<file path="src/verilog/cache_config.svh">
`ifndef CACHE_CONFIG_SVH
`define CACHE_CONFIG_SVH

// slot array size
`define CACHE_SLOTS       16

// page geometry, one page is 256 words of 32 bits
`define PAGE_WORDS_LOG2   8
`define PAGE_BITS         15
`define HOST_ADDR_BITS    23   // host word address
`define MEM_ADDR_BITS     24   // controller port halfword address

// life policy
`define LIFE_BITS         16
`define LIFE_FILL         512  // life of a freshly filled page
`define LIFE_BONUS        32   // added on every read hit

`endif

</file>
<file path="src/verilog/cache_pkg.sv">
`include "cache_config.svh"

package cache_pkg;

  // request as presented by the host bus
  typedef struct packed {
    logic                        read;
    logic                        write;
    logic [`HOST_ADDR_BITS-1:0]  addr;
    logic [31:0]                 wdata;
    logic [3:0]                  byte_en;
  } host_req_t;

  // single word access from the controller to the sequencer
  typedef struct packed {
    logic                        write;
    logic [`HOST_ADDR_BITS-1:0]  addr;
    logic [31:0]                 wdata;
    logic [3:0]                  wmask;    // 1 masks the byte off
  } word_req_t;

  // per-slot state seen by the victim pick
  typedef struct packed {
    logic                        valid;
    logic                        dirty;
    logic                        free;     // life has run out
    logic [`PAGE_BITS-1:0]       page;
  } slot_status_t;

endpackage

</file>
<file path="src/verilog/slot_select.sv">
`timescale 1ns/1ps
`include "cache_config.svh"

module slot_select (
  input  logic [`CACHE_SLOTS-1:0]   hit_vec,
  input  cache_pkg::slot_status_t   status_vec [`CACHE_SLOTS],
  input  logic [31:0]               rdata_vec [`CACHE_SLOTS],
  input  logic [`CACHE_SLOTS-1:0]   current_slot,
  output logic [`CACHE_SLOTS-1:0]   victim,
  output logic                      victim_dirty,
  output logic [31:0]               hit_data,
  output logic [31:0]               current_data,
  output logic [`PAGE_BITS-1:0]     current_page
);

  // lowest free slot wins as the scan runs from the top
  always_comb begin
    victim = '0;
    for (int i = `CACHE_SLOTS-1; i >= 0; i--) begin
      if (status_vec[i].free) begin
        victim    = '0;
        victim[i] = 1'b1;
      end
    end
  end

  // one-hot and-or muxes
  always_comb begin
    victim_dirty = 1'b0;
    hit_data     = '0;
    current_data = '0;
    current_page = '0;
    for (int i = 0; i < `CACHE_SLOTS; i++) begin
      victim_dirty = victim_dirty | (victim[i] & status_vec[i].dirty);
      hit_data     = hit_data | (rdata_vec[i] & {32{hit_vec[i]}});
      current_data = current_data | (rdata_vec[i] & {32{current_slot[i]}});
      current_page = current_page | (status_vec[i].page & {`PAGE_BITS{current_slot[i]}});
    end
  end

  // tags must stay unique across slots
  always_comb begin
    a_hit_onehot: assert final ($onehot0(hit_vec));
  end

endmodule

</file>
<file path="config.mk">
export PLATFORM = sky130hd
export DESIGN_NAME = slot_select
export DESIGN_NICKNAME = d
export VERILOG_FILES = /design/src/verilog/cache_pkg.sv /design/src/verilog/slot_select.sv
export VERILOG_INCLUDE_DIRS = /design/src /design/src/verilog
export SDC_FILE = /design/constraint.sdc
export NUM_CORES = 1
export LEC_CHECK = 0
export BUFFER_PORTS_ARGS = -buffer_cell sky130_fd_sc_hd__buf_2
export CAP_MARGIN = 10
export CORE_AREA = 2 2 360 362
export DETAILED_ROUTE_END_ITERATION = 10
export DIE_AREA = 0 0 362 364
export GPL_ROUTABILITY_DRIVEN = 0
export RECOVER_POWER = 50
export SETUP_SLACK_MARGIN = 0.4
export SLEW_MARGIN = 10
export SYNTH_ARGS = -nofsm -noshare
export SYNTH_HDL_FRONTEND = slang
export SYNTH_SLANG_ARGS = --single-unit
</file>
<file path="constraint.sdc">
create_clock -name vclk -period 1.35
set_input_delay 0.2025 -clock vclk [all_inputs]
set_output_delay 0.2025 -clock vclk [all_outputs]
set_load 0.02 [all_outputs]
</file>
==> impl_metrics.env <==
export IMPL_status="finished, violations left"
export IMPL_violations="negative setup slack"
export IMPL_ys_warn_count=0
export IMPL_num_vias=18200
export IMPL_nFlopsAndLatches=0
export IMPL_die_w_um=362
export IMPL_p_leak_nw=8.75
export IMPL_comb_power_share=1.000
export IMPL_top_layer_used="met5"
export IMPL_endpoint_kind="output pin"
export IMPL_tightest_slew_ps=564
export IMPL_crit_path_cell_trace="buf_8 -> buf_4 -> buf_12 -> a221oi_2 -> nand4_1 -> buf_4"
export IMPL_placed_area_sq_um=17100
export IMPL_viasPerCell=4.86
export IMPL_antenna_found_initial=156
export IMPL_nNetsFinal=2851
export IMPL_p_int_mw=3.56
export IMPL_yosys_area_top_type="a221oi_1"
export IMPL_grtUsageTotal=0.204
export IMPL_ir_drop_v=0.000319
export IMPL_synth_nets=1721
export IMPL_relSlewSlack=0.623
export IMPL_avgSynthCellArea_sq_um=7.74
export IMPL_drcViolationCount=0
export IMPL_boundaryPins=928
export IMPL_whs_ps=746
export IMPL_synth_seq_area_share=0
export IMPL_placedCellCount=3570
export IMPL_tns_ps=-34640
export IMPL_cp_common_cell="buf_4"
export IMPL_clock_buffers=0
export IMPL_drv_cap=0
export IMPL_cp_buffers_inverters=4
export IMPL_die_y_um=364
export IMPL_drtAntennaViolNets=0
export IMPL_cp_top_family="buffers and inverters"
export IMPL_critical_path_class="input port to output pin"
export IMPL_setup_ws_ps=-717
export IMPL_wire_per_inst_um=38.7
export IMPL_critical_path_max_stage_delay_ps=490
export IMPL_p_seq_frac=0
export IMPL_synth_common_cells="a221oi_1 (316), a22o_1 (316), clkbuf_1 (106)"
export IMPL_final_cell_area_sq_um=20500
export IMPL_finalCriticalPeriod_ps=2070
export IMPL_start_util=0.0536
export IMPL_fmax_ghz=0.484
export IMPL_drt_iter0_drc=2497
export IMPL_synthDistinctLibCells=38
export IMPL_netSwitchingFraction=0.528
export IMPL_required_ps=1150
export IMPL_power_frac_clock=0
export IMPL_critPathLaunchType="input port"
export IMPL_io_buffer_count=912
export IMPL_path_max_fanout=24
export IMPL_setup_violations=91
export IMPL_met1_length_um=58800
export IMPL_dr_pass1_iters=8
export IMPL_nFillCells=14500
export IMPL_synth_top_cell_area_share=0.402
export IMPL_areaGrowthSynthToFinish_pct=197
export IMPL_grt_pass1_wl_um=177000
export IMPL_p_per_area_nw_per_um2=369
export IMPL_holdCritPathClass="input port to output pin"
export IMPL_fin_crit_sh=1.53
export IMPL_core_area_sq_um=128000
export IMPL_finalHoldViolations=0
export IMPL_hold_buffers=0
export IMPL_synth_area_leaders="a221oi_1 (40%), a22o_1 (40%), nand4_1 (7.2%), clkbuf_1 (5.8%), buf_1 (1.1%)"
export IMPL_postSynthCellCount=889
export IMPL_overflow=0
export IMPL_drv_slew=0
export IMPL_register_area_sq_um=0
export IMPL_grt_max_degree=25
export IMPL_met2_length_um=58100
export IMPL_p_sw_mw=3.99
export IMPL_grt_pass1_vias=16900
export IMPL_routed_wl_um=145000
export IMPL_fin_cells=3735
export IMPL_p_total_mw=7.55
export IMPL_drive_above_1_share=0.776
export IMPL_arrival_ps=1860
export IMPL_cp_slowest_cell="nand4_1"
export IMPL_rsz0062_at_grt="yes"
export IMPL_netlist_area_sq_um=6880
export IMPL_wl_met3_um=17600
export IMPL_rows=132
export IMPL_dp_hpwl_um=112000
export IMPL_die_area_sq_um=132000
## logic make-up after synthesis
group / after synthesis / synth area share
compound gates: 644 / 0.817
buf+inv: 133 / 0.0745
simple gates: 112 / 0.109
## timing repair
item,4_1_cts,5_1_grt
endpoints found under the setup margin,95,95
gates cloned,17,1
resized for setup,370,49
pin swaps,132,75
buffers inserted,90,14
## area by class of cell
type	count	area (sq um)	share of cell area
repair buffers	1258	9790	0.479
multi-input cells	756	8450	0.413
well taps	1675	2100	0.102
diodes	43	108	0.00526
inverters	3	11.3	0.000551
## metrics by stage
stage / setup slack [ps] / util
detailed placement: -976 / 0.133
CTS: -686 / 0.155
finish: -717 / 0.159
global route: -688 / 0.159
global placement: -1010 / 0.133
floorplan: -247 / -
## cells in the final DEF (no fill, tap or decap), types with 3 or more instances in the layout
| cell type | netlist | layout |
|---|---|---|
| inv_1 | 3 | 3 |
| and2_4 | 0 | 3 |
| bufbuf_16 | 0 | 3 |
| a21oi_1 | 3 | 3 |
| a221oi_2 | 0 | 261 |
| buf_16 | 0 | 30 |
| diode_2 | 0 | 43 |
| buf_4 | 1 | 215 |
| a221oi_1 | 316 | 41 |
| a22o_1 | 316 | 307 |
| o21ai_0 | 3 | 3 |
| nand2_1 | 4 | 4 |
| buf_12 | 0 | 88 |
| buf_8 | 0 | 17 |
| a22o_4 | 0 | 9 |
| nand2b_1 | 3 | 3 |
| nor3b_2 | 1 | 4 |
| buf_6 | 1 | 110 |
| nand4_1 | 79 | 79 |
| buf_2 | 2 | 792 |
| a221oi_4 | 0 | 14 |
## power groups by stage
stage	Sequential [mW]	Combinational, mW	Clock (mW)
after floorplan	0	2.63	0
after global placement	0	6.00	0
after detailed placement	0	6.03	0
after CTS	0	7.20	0
after global routing	0	7.75	0.00000237
final	0	7.55	0.00000371
## final timing paths
check | cells past startpoint | start | slack (ps) | end
setup / recovery | 6 | current_slot[1] | -720 | current_data[16]
hold / removal | 4 | status_vec[22] | 750 | current_page[4]
## layer usage
metal,global-route usage,vias to the layer above
met5,0.00763,-
met4,0.0940,70
met3,0.0780,726
met2,0.300,2129
met1,0.260,8542
li1,-,6701
## worst min-delay path, delay by kind of cell
kind	cells	cell delay, ps
buf+inv	2	210
simple gates	1	80
compound gates	1	40
Power figures use the tool's default switching activity.
