**src/verilog/cache_config.svh**
```systemverilog
`ifndef CACHE_CONFIG_SVH
`define CACHE_CONFIG_SVH

// slot array size
`define CACHE_SLOTS       16

// page geometry, one page is 256 words of 32 bits
`define PAGE_WORDS_LOG2   8
`define PAGE_BITS         15
`define HOST_ADDR_BITS    23   // host word address
`define MEM_ADDR_BITS     24   // controller port halfword address

// life policy
`define LIFE_BITS         16
`define LIFE_FILL         512  // life of a freshly filled page
`define LIFE_BONUS        32   // added on every read hit

`endif

```
**src/verilog/cache_pkg.sv**
```systemverilog
`include "cache_config.svh"

package cache_pkg;

  // request as presented by the host bus
  typedef struct packed {
    logic                        read;
    logic                        write;
    logic [`HOST_ADDR_BITS-1:0]  addr;
    logic [31:0]                 wdata;
    logic [3:0]                  byte_en;
  } host_req_t;

  // single word access from the controller to the sequencer
  typedef struct packed {
    logic                        write;
    logic [`HOST_ADDR_BITS-1:0]  addr;
    logic [31:0]                 wdata;
    logic [3:0]                  wmask;    // 1 masks the byte off
  } word_req_t;

  // per-slot state seen by the victim pick
  typedef struct packed {
    logic                        valid;
    logic                        dirty;
    logic                        free;     // life has run out
    logic [`PAGE_BITS-1:0]       page;
  } slot_status_t;

endpackage

```
**src/verilog/mem_sequencer.sv**
```systemverilog
`timescale 1ns/1ps
`include "cache_config.svh"

module mem_sequencer (
  input  logic                        clk,
  input  logic                        sys_rst_n,
  input  logic                        word_go,
  input  cache_pkg::word_req_t        word_req,
  output logic                        word_done,
  output logic [31:0]                 word_rdata,
  output logic [`MEM_ADDR_BITS-1:0]   mem_addr,
  output logic                        mem_rd_req,
  output logic                        mem_wr_req,
  output logic [15:0]                 mem_din,
  output logic [1:0]                  mem_mask,
  input  logic                        mem_rd_ack,
  input  logic                        mem_wr_ack,
  input  logic [15:0]                 mem_dout
);

  logic [1:0] step;   // 0 idle, 1 wait ack, 2 second beat, 3 hold done

  always_ff @(posedge clk or negedge sys_rst_n) begin
    if (!sys_rst_n) begin
      step       <= 2'd0;
      word_done  <= 1'b0;
      word_rdata <= '0;
      mem_addr   <= '0;
      mem_rd_req <= 1'b0;
      mem_wr_req <= 1'b0;
      mem_din    <= '0;
      mem_mask   <= '0;
    end else begin
      case (step)
        2'd0: if (word_go) begin
          mem_addr <= {word_req.addr, 1'b0};   // even halfword first
          if (word_req.write) begin
            mem_din    <= word_req.wdata[15:0];
            mem_mask   <= word_req.wmask[1:0];
            mem_wr_req <= 1'b1;
          end else begin
            mem_rd_req <= 1'b1;
          end
          step <= 2'd1;
        end
        2'd1: begin                            // port may stall here
          if (mem_rd_ack) begin
            word_rdata[15:0] <= mem_dout;
            step             <= 2'd2;
          end else if (mem_wr_ack) begin
            mem_din  <= word_req.wdata[31:16];
            mem_mask <= word_req.wmask[3:2];
            step     <= 2'd2;
          end
        end
        2'd2: begin
          if (mem_rd_req) word_rdata[31:16] <= mem_dout;
          mem_rd_req <= 1'b0;
          mem_wr_req <= 1'b0;
          word_done  <= 1'b1;
          step       <= 2'd3;
        end
        default: if (!word_go) begin
          word_done <= 1'b0;
          step      <= 2'd0;
        end
      endcase
    end
  end

  // the port only acknowledges a request that is still held
  a_ack_with_req: assert property (@(posedge clk) disable iff (!sys_rst_n)
    !(mem_rd_ack && !mem_rd_req) && !(mem_wr_ack && !mem_wr_req));

endmodule

```
**config.mk**
```make
export PLATFORM = sky130hd
export DESIGN_NAME = mem_sequencer
export DESIGN_NICKNAME = d
export VERILOG_FILES = /design/src/verilog/cache_pkg.sv /design/src/verilog/mem_sequencer.sv
export VERILOG_INCLUDE_DIRS = /design/src /design/src/verilog
export SDC_FILE = /design/constraint.sdc
export NUM_CORES = 1
export LEC_CHECK = 0
export ABC_AREA = 1
export BUFFER_PORTS_ARGS = -buffer_cell sky130_fd_sc_hd__buf_2
export CORE_MARGIN = 10
export CORE_UTILIZATION = 43
export CTS_BUF_LIST = sky130_fd_sc_hd__clkbuf_8
export CTS_CLUSTER_DIAMETER = 200
export DETAILED_ROUTE_END_ITERATION = 16
export PLACE_DENSITY = 0.87
export SLEW_MARGIN = 25
export SYNTH_ARGS = -nofsm -noshare
export SYNTH_HDL_FRONTEND = slang
export SYNTH_SLANG_ARGS = --single-unit
```
**constraint.sdc**
```tcl
create_clock -name clk -period 1.6 [get_ports clk]
set_clock_uncertainty 0.15 [all_clocks]
set_input_delay 0.24 -clock clk [delete_from_list [all_inputs] [get_ports clk]]
set_output_delay 0.24 -clock clk [all_outputs]
set_load 0.02 [all_outputs]
```
==> impl_metrics.py <==
metrics = {
    "synth": {
        "synth_edf_count": 0,
        "ys_ff_latch": 78,
        "synth.cell_area_um2": 3349,
        "synth_cells": 360,
        "synth_top_area_share_pct": 58.27,
        "synthTopCellsByArea": "dfrtp_1 58%, nand2_1 16%, mux2_2 7.7%",
        "synth_most_common_cell": "nand2_1",
        "synth.top_cells.by_count": "144 x nand2_1, 78 x dfrtp_1, 36 x o21ai_0, 23 x inv_1, 23 x mux2_2",
        "synth_top_flop_cell": "dfrtp_1",
        "yosys.area.top_type": "dfrtp_1",
        "synthArstFlopShare_pct": 100.0,
        "yosys_warnings": 0,
        "yosys.cell_types.count": 20,
        "syn_nets": 446,
        "syn_avg_cell_area_um2": 9.304,
        "synth.yosys.seq_area_share_pct": 58.27,
    },
    "critical_path": {
        "crit_path_frequent_cell": "nand2_1",
        "cp-end-kind": "flop",
        "startpoint": "step[0]$_DFFE_PN0P_",
        "critPathBufInv": 3,
        "r2r_start": "step[0]$_DFFE_PN0P_",
        "required_ns": 1.69,
        "crit_path_end": "mem_din[9]$_DFFE_PN0P_",
        "cp-start-kind": "flop",
        "path_cells": "buf_4, ha_4, nand2_2, inv_2, nor2_4, buf_6, nand3_4, nand2_1, nand2_1",
        "reg2regPathDepth": 9,
        "critical_path_class": "flop to flop",
        "cp_num_cells": 9,
        "arrival_ns": 1.68,
        "crit_family": "simple AND/OR/NAND/NOR gates",
        "cpMaxStageDelayCell": "dfrtp_1",
        "reg2reg_to": "mem_din[9]$_DFFE_PN0P_",
        "worstPathMaxFanout": 5,
        "max_stage_delay_ns": 0.40,
        "r2r_slack_ns": 0.01,
    },
    "die": {
        "io_pins": 158,
        "initial_utilization_pct": 43.80,
        "core_um2": 7647,
        "core.rowCount": 32,
        "die_y_um": 108.3,
        "fp.dieArea_um2": 11720,
        "dieWidth_um": 108.3,
    },
    "pwr": {
        "peakVddDrop_v": 0.001087,
        "power_density_nw_per_um2": 2124,
        "finalPower_w": 0.01069,
        "p_leak_nw": 2.755,
    },
    "cells_and_area": {
        "area_growth_pct": 50.21,
        "drive_above_1_share_pct": 42.83,
        "stdcell_count": 674,
        "n_antenna_cell": 0,
        "fillers": 599,
        "multi_input_area_um2": 1344,
        "nNetsFinal": 653,
        "regArea_um2": 1952,
    },
    "global_route": {
        "grt_pass1_vias": 3326,
        "grt_max_degree": 79,
        "grt_pass1_wl_mm": 16.20,
        "overflow": 0,
        "grtUsageTotal_pct": 17.07,
        "antenna_found_initial": 0,
    },
    "sta": {
        "fin_crit_sh_pct": 99.08,
        "rsz0062_at_grt": "yes",
        "fmax_mhz": 630.8,
        "slew_viol_final": 0,
        "period_needed_ns": 1.585,
        "setup-violations-final": 0,
        "tns_ns": 0,
        "finalHoldViolCount": 0,
    },
    "drt": {
        "num_vias": 3224,
        "first_pass_iters": 4,
        "wirelength_mm": 10.41,
        "detail-route-antenna-nets": 0,
        "drc_errors": 0,
        "drt_iter0_markers": 140,
        "avgViaCountPerCell": 4.783,
        "wl_per_cell_um": 15.44,
    },
    "clocking": {
        "htree_num_levels": 3,
        "cts.sinks": 78,
        "clk_pin_slew_ns": 0.10,
        "clock-root-buffer": "clkbuf_8",
        "clockBufferDepth": 2,
        "cts_buffers": 9,
        "clock_latency_ns": 0.34,
        "cts_tree": "yes",
    },
    "placement": {
        "dp_cells": 616,
        "place.gp.congestion": 0.8338,
        "port-buffer-count": 156,
        "dp_hpwl_mm": 7.195,
    },
    "job": {
        "maxCapViolCount": 0,
    },
    "run_status": {
        "status": "finished clean",
    },
    "min_path": {
        "hold_path.class": "input port to flop",
    },
}
==> power by group <==
part | switching, W | total (W) | internal (W) | leakage (nW)
combinational | 0.00358 | 0.00579 | 0.00221 | 1.71
clock | 0.000800 | 0.00140 | 0.000598 | 0.0903
sequential | 0.000532 | 0.00349 | 0.00296 | 0.950
==> how the worst min path moves through the flow <==
stage / startpoint / end / slack, ns / depth (start not counted)
CTS: mem_dout[13] / word_rdata[13]$_DFFE_PN0P_ / 0.002 / 3
detailed placement: sys_rst_n / word_done$_DFFE_PN0P_ / 0.15 / 2
global route: mem_dout[2] / word_rdata[2]$_DFFE_PN0P_ / 0.01 / 3
finish: mem_dout[13] / word_rdata[13]$_DFFE_PN0P_ / 0.01 / 3
global placement: sys_rst_n / word_done$_DFFE_PN0P_ / 0.14 / 2
floorplan: sys_rst_n / mem_addr[10]$_DFFE_PN0P_ / -0.21 / 0
==> tightest hold or removal path, stage by stage <==
cell and delay [ns]:
buf_2 0.09, inv_1 0.06, o21ai_0 0.08
==> repair_timing <==
action,4_1_cts,5_1_grt
endpoints found under the setup margin,41,46
hold buffers,34,0
hold endpoints to repair,117,0
gates resized for setup,4,24
setup buffers,2,3
pin swaps,2,4
cloned,1,2
==> cell type report <==
cell class | instances | share of cell area, %
clock buffer | 9 | 2.462
clock inverter | 7 | 1.268
inverter | 26 | 1.990
multi-input combinational | 243 | 26.71
sequential | 78 | 38.80
tap | 102 | 2.537
timing repair buffer | 209 | 26.24
==> logic make-up (layout without fill, tap and decap cells) <==
logic type | count (synthesis) | after routing | share of synthesized area [%]
and+or+nand+nor | 173 | 176 | 20.84
DFF | 78 | 78 | 58.27
buffers and inverters | 42 | 251 | 5.491
AOI/OAI and AO/OA | 38 | 38 | 5.678
muxes | 23 | 23 | 7.733
adders and majority gates | 5 | 5 | 1.868
other | 1 | 1 | 0.1120
==> cells in the final DEF (no fill, tap or decap), types with 2 or more instances in the layout <==
master and n:
nand2_1 130, mux2_2 23, buf_2 155, ha_4 2
nand2_2 15, dfrtp_1 78, clkinvlp_4 2, o21ai_1 4
nor2_4 3, nand3_4 3, inv_8 2, nand3_1 22
buf_4 15, clkbuf_8 9, o21ai_0 33, inv_1 20
ha_1 3, buf_12 4, dlygate4sd3_1 34, inv_6 2
inv_2 5
==> through the flow <==
stage / hold WS [ns] / instance area [um^2] / util [%] / setup slack, ns
2_1_floorplan: -0.2056 / 3367 / - / 0.003044
3_3_place_gp: 0.1354 / 4334 / 56.68 / 0.002811
3_5_place_dp: 0.1463 / 4334 / 56.68 / -0.07317
4_1_cts: 0.002024 / 4920 / 64.33 / -0.004759
5_1_grt: 0.01334 / 5031 / 65.79 / -0.06733
6_report: 0.01162 / 5031 / 65.79 / 0.01466
==> sequential cells by signal (all words and copies together) (netlist names) <==
name        flops
mem_din        16
step            2
mem_wr_req      1
mem_rd_req      1
word_done       1
mem_addr       23
word_rdata     32
mem_mask        2
==> routing by layer <==
| layer | vias to the layer above | wire, um | GRT usage [%] |
|---|---|---|---|
| li1 | 1553 | - | - |
| met1 | 1530 | 4022 | 19.27 |
| met2 | 121 | 5226 | 29.31 |
| met3 | 20 | 993 | 6.722 |
| met4 | 0 | 163 | 4.896 |
| met5 | - | 0 | 0 |
No activity file was read; power rests on OpenSTA's default activity.
