===== src/verilog/cache_config.svh =====
`ifndef CACHE_CONFIG_SVH
`define CACHE_CONFIG_SVH

// slot array size
`define CACHE_SLOTS       16

// page geometry, one page is 256 words of 32 bits
`define PAGE_WORDS_LOG2   8
`define PAGE_BITS         15
`define HOST_ADDR_BITS    23   // host word address
`define MEM_ADDR_BITS     24   // controller port halfword address

// life policy
`define LIFE_BITS         16
`define LIFE_FILL         512  // life of a freshly filled page
`define LIFE_BONUS        32   // added on every read hit

`endif


===== src/verilog/cache_pkg.sv =====
`include "cache_config.svh"

package cache_pkg;

  // request as presented by the host bus
  typedef struct packed {
    logic                        read;
    logic                        write;
    logic [`HOST_ADDR_BITS-1:0]  addr;
    logic [31:0]                 wdata;
    logic [3:0]                  byte_en;
  } host_req_t;

  // single word access from the controller to the sequencer
  typedef struct packed {
    logic                        write;
    logic [`HOST_ADDR_BITS-1:0]  addr;
    logic [31:0]                 wdata;
    logic [3:0]                  wmask;    // 1 masks the byte off
  } word_req_t;

  // per-slot state seen by the victim pick
  typedef struct packed {
    logic                        valid;
    logic                        dirty;
    logic                        free;     // life has run out
    logic [`PAGE_BITS-1:0]       page;
  } slot_status_t;

endpackage


===== src/verilog/cache_ctrl.sv =====
`timescale 1ns/1ps
`include "cache_config.svh"

module cache_ctrl (
  input  logic                         clk,
  input  logic                         sys_rst_n,
  input  cache_pkg::host_req_t         host,
  input  logic                         flush_valid,
  input  logic [`PAGE_BITS-1:0]        flush_page,
  input  logic [`CACHE_SLOTS-1:0]      hit_vec,
  input  logic [`CACHE_SLOTS-1:0]      victim,
  input  logic                         victim_dirty,
  input  logic [31:0]                  hit_data,
  input  logic [31:0]                  current_data,
  input  logic [`PAGE_BITS-1:0]        current_page,
  input  logic                         word_done,
  input  logic [31:0]                  word_rdata,
  output logic [31:0]                  readdata,
  output logic                         waitrequest,
  output logic [`CACHE_SLOTS-1:0]      current_slot,
  output logic [`PAGE_WORDS_LOG2-1:0]  word_index,
  output logic [31:0]                  slot_wdata,
  output logic [3:0]                   slot_byte_en,
  output logic                         write_en,
  output logic [`CACHE_SLOTS-1:0]      set_page_vec,
  output logic [`CACHE_SLOTS-1:0]      set_dirty_vec,
  output logic [`CACHE_SLOTS-1:0]      clear_vec,
  output logic                         adj_life,
  output logic                         word_go,
  output cache_pkg::word_req_t         word_req
);

  typedef enum logic [2:0] {
    S_IDLE, S_FILL, S_FILL_DLY, S_WBACK, S_FLUSH, S_UNC_RD, S_UNC_WR
  } state_t;

  state_t                    state;
  logic [`PAGE_WORDS_LOG2:0] cnt;         // word counter over one page
  logic                      advance;     // bump cnt after a finished word
  logic                      dly;
  logic                      ack;
  logic                      hit_hold;    // RAM data of a read hit is on hit_data
  logic [31:0]               readdata_q;
  logic [`PAGE_BITS-1:0]     req_page;
  logic [`PAGE_BITS-1:0]     page_sel;
  logic                      flush_hit;
  logic                      page_state;
  logic                      page_done;

  assign req_page    = host.addr[`HOST_ADDR_BITS-1:`PAGE_WORDS_LOG2];
  assign flush_hit   = flush_valid && (flush_page == req_page);
  assign page_state  = state inside {S_FILL, S_WBACK, S_FLUSH};
  assign page_done   = cnt[`PAGE_WORDS_LOG2];
  assign word_index  = page_state ? cnt[`PAGE_WORDS_LOG2-1:0]
                                  : host.addr[`PAGE_WORDS_LOG2-1:0];
  assign waitrequest = (host.read || host.write) && !ack;
  assign readdata    = hit_hold ? hit_data : readdata_q;
  assign page_sel    = (state == S_FILL) ? req_page : current_page;

  always_comb begin
    word_req.write = state inside {S_WBACK, S_FLUSH, S_UNC_WR};
    word_req.addr  = (state inside {S_UNC_RD, S_UNC_WR}) ? host.addr
                                                         : {page_sel, cnt[`PAGE_WORDS_LOG2-1:0]};
    word_req.wdata = (state == S_UNC_WR) ? host.wdata : current_data;
    word_req.wmask = (state == S_UNC_WR) ? ~host.byte_en : 4'b0000;
  end

  always_ff @(posedge clk or negedge sys_rst_n) begin
    if (!sys_rst_n) begin
      state         <= S_IDLE;
      cnt           <= '0;
      advance       <= 1'b0;
      dly           <= 1'b0;
      ack           <= 1'b0;
      hit_hold      <= 1'b0;
      readdata_q    <= '0;
      current_slot  <= '0;
      slot_wdata    <= '0;
      slot_byte_en  <= '0;
      write_en      <= 1'b0;
      set_page_vec  <= '0;
      set_dirty_vec <= '0;
      clear_vec     <= '0;
      adj_life      <= 1'b0;
      word_go       <= 1'b0;
    end else begin
      write_en      <= 1'b0;      // strobes last one cycle
      adj_life      <= 1'b0;
      set_page_vec  <= '0;
      set_dirty_vec <= '0;
      clear_vec     <= '0;
      if (!host.read && !host.write) ack <= 1'b0;
      if (hit_hold) begin
        readdata_q <= hit_data;
        hit_hold   <= 1'b0;
      end
      case (state)
        S_IDLE: begin
          if ((host.read || host.write) && !ack) begin
            if (host.read && |hit_vec) begin
              current_slot <= hit_vec;
              if (flush_hit) begin
                cnt   <= '0;
                state <= S_FLUSH;   // whole page goes back, then invalidate
              end else begin
                adj_life <= 1'b1;
                hit_hold <= 1'b1;
                ack      <= 1'b1;
              end
            end else if (host.read && |victim) begin
              current_slot <= victim;
              cnt          <= '0;
              if (victim_dirty) begin
                state <= S_WBACK;
              end else begin
                set_page_vec <= victim;
                state        <= S_FILL;
              end
            end else if (host.read) begin
              current_slot <= '0;   // no slot selected, all lives decay
              state        <= S_UNC_RD;
            end else if (|hit_vec) begin
              current_slot  <= hit_vec;
              slot_wdata    <= host.wdata;
              slot_byte_en  <= host.byte_en;
              write_en      <= 1'b1;
              set_dirty_vec <= hit_vec;
              ack           <= 1'b1;
            end else begin
              state <= S_UNC_WR;    // write miss, no allocation
            end
          end
        end
        S_FILL, S_WBACK, S_FLUSH: begin
          if (word_go && word_done) begin
            word_go <= 1'b0;
            advance <= 1'b1;
            if (state == S_FILL) begin
              slot_wdata   <= word_rdata;
              slot_byte_en <= 4'b1111;
              write_en     <= 1'b1;
            end
          end else if (advance) begin
            cnt     <= cnt + 1'b1;  // RAM write uses the old count
            advance <= 1'b0;
          end else if (!word_go && !word_done) begin
            if (!page_done) begin
              word_go <= 1'b1;
            end else if (state == S_FILL) begin
              dly   <= 1'b0;
              state <= S_FILL_DLY;
            end else if (state == S_WBACK) begin
              set_page_vec <= current_slot;
              cnt          <= '0;
              state        <= S_FILL;
            end else begin
              clear_vec <= current_slot;
              ack       <= 1'b1;
              state     <= S_IDLE;
            end
          end
        end
        S_FILL_DLY: begin           // index back on host offset, wait out RAM latency
          if (dly) begin
            readdata_q <= current_data;
            ack        <= 1'b1;
            state      <= S_IDLE;
          end else begin
            dly <= 1'b1;
          end
        end
        S_UNC_RD, S_UNC_WR: begin
          if (word_go && word_done) begin
            word_go <= 1'b0;
            ack     <= 1'b1;
            state   <= S_IDLE;
            if (state == S_UNC_RD) begin
              readdata_q <= word_rdata;
              adj_life   <= 1'b1;
            end
          end else if (!word_go && !word_done) begin
            word_go <= 1'b1;
          end
        end
        default: state <= S_IDLE;
      endcase
    end
  end

  a_slot_onehot: assert property (@(posedge clk) disable iff (!sys_rst_n)
    $onehot0(current_slot));

endmodule


===== config.mk =====
export PLATFORM = sky130hd
export DESIGN_NAME = cache_ctrl
export DESIGN_NICKNAME = d
export VERILOG_FILES = /design/src/verilog/cache_pkg.sv /design/src/verilog/cache_ctrl.sv
export VERILOG_INCLUDE_DIRS = /design/src /design/src/verilog
export SDC_FILE = /design/constraint.sdc
export NUM_CORES = 1
export LEC_CHECK = 0
export BUFFER_PORTS_ARGS = -buffer_cell sky130_fd_sc_hd__buf_4
export CAP_MARGIN = 10
export CORE_AREA = 10 10 158 160
export DETAILED_ROUTE_END_ITERATION = 12
export DIE_AREA = 0 0 168 170
export PLACE_DENSITY = 0.7
export SLEW_MARGIN = 20
export SYNTH_ARGS = -nofsm -noshare
export SYNTH_HDL_FRONTEND = slang
export SYNTH_SLANG_ARGS = --single-unit

===== constraint.sdc =====
create_clock -name clk -period 2.7 [get_ports clk]
set_clock_uncertainty 0.05 [all_clocks]
set_input_delay 0.675 -clock clk [delete_from_list [all_inputs] [get_ports clk]]
set_output_delay 0.675 -clock clk [all_outputs]
set_load 0.03 [all_outputs]

==> results of run 1 <==
## layer usage
| layer | GRT usage (%) | routed length (um) | vias to the layer above |
|---|---|---|---|
| met2 | 41.3 | 18400 | 375 |
| met5 | 0 | 0 | - |
| li1 | - | - | 3931 |
| met3 | 6.24 | 2850 | 64 |
| met4 | 8.82 | 1210 | 0 |
| met1 | 27.6 | 14000 | 4008 |
## flip-flops by register name, indices dropped and copies added (netlist names)
name           count
readdata_q        32
slot_wdata        32
clear_vec         16
current_slot      16
set_dirty_vec     16
set_page_vec      16
cnt                9
slot_byte_en       4
state              3
ack                1
adj_life           1
advance            1
dly                1
hit_hold           1
word_go            1
write_en           1
## metrics by stage
step	cells	cell area (sq um)	total power (uW)
5_1_grt	1580	12700	8130
2_1_floorplan	863	8310	4230
3_5_place_dp	1543	12000	5530
3_3_place_gp	1543	12000	5470
6_report	1580	12700	7760
4_1_cts	1575	12500	7810
## path summary, 6_finish.rpt
path | endpoint | slack (ns) | cells past startpoint
worst max-delay path | word_req[32] | 0.04 | 4
worst min-delay path | set_dirty_vec[15] | 0.17 | 1
worst max register to register | slot_wdata[7] | 0.39 | 7
worst min register to register | slot_wdata[6] | 0.43 | 2
max in group asynchronous | slot_wdata[5] | 1.73 | 2
min in group clk | readdata_q[13] | 0.42 | 3
## cell families after synthesis
kind of cell             Yosys count
AND/OR/NAND/NOR                  249
AO/OA/AOI/OAI                    207
flip-flops                       151
multiplexers                     122
buffers and inverters            115
XOR/XNOR                          16
adder cells (fa/ha/maj)            3
## Yosys cell counts (all sizes together), types with 2 or more instances
cell / instances / area share (%)
dfrtp: 151 / 45
nand2: 100 / 4.5
o21ai: 71 / 4.3
mux2i: 65 / 7.8
a21oi: 60 / 3.7
mux2: 57 / 7.7
nor2: 51 / 2.3
inv: 50 / 2.3
and3: 39 / 2.9
buf: 33 / 2.1
o221ai: 33 / 3.5
clkbuf: 32 / 1.5
a22o: 17 / 1.8
xnor2: 15 / 1.6
nor4: 11 / 1.0
nor3: 9 / 0.80
o211ai: 7 / 0.63
nand4: 6 / 0.45
nor3b: 6 / 0.68
nand2b: 5 / 0.38
a22oi: 4 / 0.36
or4: 4 / 0.36
a211oi: 3 / 0.39
ha: 3 / 0.45
nand3: 3 / 0.18
nor2b: 3 / 0.23
a21o: 2 / 0.18
a222oi: 2 / 0.24
and2: 2 / 0.15
nand3b: 2 / 0.18
o2bb2ai: 2 / 0.21
or4b: 2 / 0.24
## cell type report
cell class	instances	area [sq um]
multi-input combinational	599	4170
clock inverter	15	134
fill	1943	8960
tap	280	350
clock buffer	17	425
inverter	50	188
timing repair buffer	468	3680
sequential	151	3780
## power by group through the flow
stage                     Clock [uW]  Sequential, uW  Combinational, uW
after floorplan                    0            3180               1050
after global placement             0            2850               2620
after detailed placement           0            2860               2670
after CTS                       2320            2820               2670
after global routing            2420            2860               2860
final                           2270            2820               2670
## what timing repair did
| item | in CTS | in global routing |
|---|---|---|
| setup buffers | 0 | 2 |
| resized for setup | 3 | 40 |
| pin swaps | 0 | 3 |
| endpoints found under the setup margin | 24 | 42 |
| cloned | 0 | 3 |
## critical path: cells and delay by family (launching register included)
kind	cells	cell delay, ns
simple gates	1	0.21
mux	1	0.41
buf+inv	2	0.44
flops	1	0.43
==> flow_summary_export.csv, run 1 <==
group,metric,value,unit
sta,rsz0062_at_grt,"true",
worst_setup_path,r2r-start,"state[2]",
min_path,hold_path_class,"input port to asynchronous set/reset pin",
power,p_seq_share,36.3,%
yosys,synth-edff-count,0,
placement,place_ws,0.0812,ns
floorplan,core,21700,sq um
final_layout,area_delta_synth_final,53.2,%
floorplan,die_h,170,um
final_layout,layout_common_cells,"443 x buf_4, 150 x dfrtp_1, 98 x nand2_1",
sta,fmax,377,MHz
final_layout,antennaDiodeCount,0,
yosys,synth_cell_types,57,
yosys,yosys_warnings,0,
sta,maxSlewHeadroom,59.5,%
status,outcome,"finished, final reports clean",
worst_setup_path,path_class,"flop to output port",
yosys,synth_top_family_by_area,"compound AO/OA/AOI/OAI gates",
worst_setup_path,crit_path_end_kind,"output port",
global_routing,grt_max_degree,62,
sta,hold_ws,0.172,ns
clock_network,cts_hold_buf,0,
global_routing,grt.overflow.total,0,
power,peakVddDrop,0.000325,V
power,clkPwrFrac,29.3,%
sta,tns,0,ns
worst_setup_path,critPathMaxStageDelay,0.43,ns
yosys,synthCells,863,
worst_setup_path,worstPathCellList,"nand3b_1 > buf_6 > mux2_2 > buf_4",
global_routing,grt_pass1_wl,53100,um
yosys,syn_nets,1090,
yosys,synth_fa_ha_area_share,0.452,%
route,vias_per_cell,5.30,
clock_network,htree_levels,4,
sta,drv_slew,0,
yosys,ys_ff_latch,151,
clock_network,cts.clk_slew.worst_paths,0.07,ns
yosys,avgSynthCellArea,9.63,sq um
route,wl_per_cell,23.1,um
route,drcViolationCount,0,
clock_network,clk_latency,0.43,ns
worst_setup_path,arrival,1.93,ns
sta,hold_violations,0,
clock_network,cts_tree,"built",
final_layout,drive_above_1_share,44.5,%
final_layout,nets,1514,
power,p_comb_share,34.4,%
power,switchingPower,2910,uW
floorplan,io_pins,428,
final_layout,utilization,58.7,%
yosys,ys.flop_type,"dfrtp_1",
power,internal-power,4860,uW
yosys,synth-xor-area-share,1.69,%
placement,gp_congestion,0.923,
floorplan,dieArea,28600,sq um
worst_setup_path,crit_slowest_cell,"dfrtp_1",
yosys,synth-seq-area-share,45.5,%
route,drtPass1Iterations,5,
route,drt_iter0_drc,629,
floorplan,initial_core_util,38.3,%
clock_network,numClockSinks,151,
sta,period_needed,2.66,ns
yosys,synthMuxAreaShare,15.6,%
route,via_count,8378,
sta,finalWorstSetupSlack,0.0449,ns
yosys,synth_area,8310,sq um
job,max_cap_viol_count,0,
worst_setup_path,critical_path.max_fanout,22,
power,power_density,610,nW/um^2
placement,hpwl,29000,um
global_routing,antenna_found_initial,0,
floorplan,row_count,54,
clock_network,cts_root_buf,"clkbuf_16",
global_routing,grt.total_usage,23.8,%
clock_network,numCtsBuffers,17,
sta,setup_viol,0,
route,ant_nets,0,
sta,fin_crit_sh,98.3,%
power,swShare,37.4,%
power,p_leak,0.00663,uW
worst_setup_path,critPathLaunchType,"flop",
clock_network,clock_path_buffers,2,
yosys,synthSimpleGateAreaFrac,15.0,%
yosys,synth-compound-area-share,16.0,%
route,routed_wl,36500,um
final_layout,layout_commonest_cell,"buf_4",
worst_setup_path,setup.worst_path.start,"state[1]",
sta,tightestPinTransition,0.604,ns
global_routing,grt_pass1_vias,8634,
floorplan,die_w,168,um
worst_setup_path,required,1.98,ns
yosys,async_reset_ff_share,100,%
placement,io_buffers,427,
Note: power is estimated with default switching activity, not from simulation.
==> run 2, diff against run 1 <==
--- a/config.mk
+++ b/config.mk
@@ -6,11 +6,12 @@
 export SDC_FILE = /design/constraint.sdc
 export NUM_CORES = 1
 export LEC_CHECK = 0
+export ABC_AREA = 1
 export BUFFER_PORTS_ARGS = -buffer_cell sky130_fd_sc_hd__buf_4
 export CAP_MARGIN = 10
-export CORE_AREA = 10 10 158 160
+export CORE_AREA = 10 10 160 162
 export DETAILED_ROUTE_END_ITERATION = 12
-export DIE_AREA = 0 0 168 170
+export DIE_AREA = 0 0 170 172
 export PLACE_DENSITY = 0.7
 export SLEW_MARGIN = 20
 export SYNTH_ARGS = -nofsm -noshare
==> run 2 against run 1 <==
Against the previous run: synthesized cell count rose by 34%; clock-buffer cell count unchanged; worst hold slack worse by 0.036 ns; wire length grew 6.8%; synthesized area grew 4.0%; power rose by 76%; critical path depth is 4 higher; via count increased by 18%; critical path type unchanged; critical endpoint is now word_req[51].
==> flow_summary_export.csv, run 2 <==
group,metric,value,unit
global_routing,grt.overflow.total,0,
power,p_seq_share,24.8,%
power,clkPwrFrac,17.4,%
route,drtPass1Iterations,5,
worst_setup_path,critPathLaunchType,"flop",
sta,finalWorstSetupSlack,0.0272,ns
sta,hold_violations,0,
power,peakVddDrop,0.000622,V
global_routing,grt_max_degree,52,
sta,drv_slew,0,
global_routing,grt_pass1_wl,57300,um
power,power_density,1050,nW/um^2
yosys,synth_cell_types,39,
worst_setup_path,required,1.98,ns
clock_network,cts.clk_slew.worst_paths,0.07,ns
worst_setup_path,setup.worst_path.start,"state[2]",
floorplan,core,22400,sq um
sta,rsz0062_at_grt,"true",
yosys,synth-seq-area-share,43.7,%
route,via_count,9879,
route,wl_per_cell,20.7,um
route,vias_per_cell,5.24,
floorplan,die_h,172,um
yosys,yosys_warnings,0,
yosys,synth-edff-count,0,
clock_network,clock_path_buffers,2,
worst_setup_path,r2r-start,"state[2]",
final_layout,area_delta_synth_final,49.7,%
power,swShare,49.4,%
yosys,synthTopCellsByCount,"326 x nand2_1, 151 x dfrtp_1, 134 x inv_1, 134 x nor2_1",
yosys,synthCells,1160,
yosys,synth_area,8640,sq um
power,switchingPower,6740,uW
placement,postPlaceCellArea,12200,sq um
sta,setup_viol,0,
clock_network,cts_root_buf,"clkbuf_16",
sta,maxSlewHeadroom,46.9,%
worst_setup_path,critical_path.max_fanout,9,
clock_network,htree_levels,4,
sta,tns,0,ns
worst_setup_path,arrival,1.95,ns
sta,tightestPinTransition,0.794,ns
final_layout,largest_registers,"readdata_q x32, slot_wdata x32",
sta,fmax,374,MHz
clock_network,clk_latency,0.43,ns
yosys,ys.flop_type,"dfrtp_1",
final_layout,layout_commonest_cell,"buf_4",
placement,place_ws,0.224,ns
clock_network,numClockSinks,151,
yosys,avgSynthCellArea,7.45,sq um
global_routing,grt_pass1_vias,9882,
clock_network,cts_hold_buf,0,
floorplan,initial_core_util,38.6,%
global_routing,grt.total_usage,25.5,%
final_layout,drive_above_1_share,35.4,%
worst_setup_path,crit_path_end_kind,"output port",
floorplan,dieArea,29200,sq um
sta,period_needed,2.67,ns
power,p_comb_share,57.9,%
floorplan,row_count,55,
global_routing,antenna_found_initial,3,
route,ant_nets,0,
sta,fin_crit_sh,99.0,%
job,max_cap_viol_count,0,
placement,io_buffers,427,
floorplan,die_w,170,um
final_layout,final_area,12900,sq um
min_path,hold_path_class,"input port to asynchronous set/reset pin",
power,internal-power,6900,uW
floorplan,io_pins,428,
route,drcViolationCount,0,
final_layout,nets,1809,
route,routed_wl,38900,um
yosys,yosys.area.top_type_share,43.7,%
status,outcome,"finished, final reports clean",
yosys,synthTopCellsByArea,"dfrtp_1 44%, nand2_1 14%, inv_1 5.8%, nor2_1 5.8%, mux2_2 4.2%",
placement,gp_congestion,0.899,
final_layout,layout_common_cells,"456 x buf_4, 325 x nand2_1, 149 x dfrtp_1",
yosys,synthMostInstantiatedCell,"nand2_1",
route,drt_iter0_drc,776,
worst_setup_path,path_class,"flop to output port",
power,p_leak,0.00686,uW
yosys,syn_nets,1387,
clock_network,cts_tree,"built",
yosys,async_reset_ff_share,100,%
yosys,ys_ff_latch,151,
placement,hpwl,30700,um
yosys,synth_top_cell_by_area,"dfrtp_1",
clock_network,numCtsBuffers,17,
run 2: area by class of cell:
type                            instances  area (sq um)
Tap cell                              285           357
Timing Repair Buffer                  467          3590
Clock buffer                           17           425
Multi-Input combinational cell        805          4090
Antenna cell                            4          10.0
Sequential cell                       151          3780
Fill cell                            2099          9430
Inverter                              140           528
Clock inverter                         15           158
run 2: critical path, stage by stage (launching register included):
cell and delay (ns):
dfrtp_2 0.46, inv_1 0.07, nand2_2 0.11, nor2_2 0.07, nor2_4 0.28, buf_6 0.18
nand2_1 0.05, o21ai_0 0.08, buf_4 0.19
run 2: worst paths after layout:
kind                            cells past startpoint                end  slack, ns
worst max register to register                      8     slot_wdata[15]       0.44
worst max-delay path                                8       word_req[51]       0.03
worst min-delay path                                1     slot_wdata[21]       0.14
min in group clk                                    3  set_dirty_vec[10]       0.43
worst min register to register                      2    slot_byte_en[1]       0.48
max in group asynchronous                           2       clear_vec[2]       1.79
run 2: what timing repair did:
| action | in CTS | in global routing |
|---|---|---|
| pin swaps | 1 | 1 |
| buffers inserted | 0 | 4 |
| endpoints found under the hold margin | 0 | 0 |
| setup endpoints to repair | 54 | 33 |
| resized for setup | 11 | 14 |
run 2: cells by family after synthesis:
family | share of synthesized area (%)
AND/OR/NAND/NOR | 27.5
AO/OA/AOI/OAI | 14.5
adder cells (fa/ha/maj) | 0.434
flip-flops | 43.7
buffers and inverters | 9.63
multiplexers | 4.17
run 2: metrics by stage:
| stage | instances | total power, uW | util, % | hold WS (ns) |
|---|---|---|---|---|
| 2_1_floorplan | 1160 | 8070 | - | 0.329 |
| 3_3_place_gp | 1844 | 11100 | 54.7 | 0.454 |
| 3_5_place_dp | 1844 | 11200 | 54.7 | 0.464 |
| 4_1_cts | 1876 | 13600 | 57.5 | 0.163 |
| 5_1_grt | 1883 | 14400 | 57.8 | 0.170 |
| 6_report | 1884 | 13600 | 57.8 | 0.136 |
run 2: power by group through the flow:
stage | logic, uW | clock network (uW) | registers [uW]
final | 7890 | 2370 | 3380
after global routing | 8480 | 2500 | 3450
after CTS | 7820 | 2400 | 3380
after detailed placement | 7770 | 0 | 3410
after global placement | 7680 | 0 | 3380
after floorplan | 3950 | 0 | 4130
run 2: layer usage:
| metal | global-route usage (%) | part of all wire (%) | routed length (um) |
|---|---|---|---|
| met2 | 44.3 | 51 | 19800 |
| met5 | 0 | 0 | 0 |
| met4 | 10.4 | 3.0 | 1160 |
| met1 | 27.0 | 35 | 13500 |
| met3 | 10.2 | 11 | 4420 |
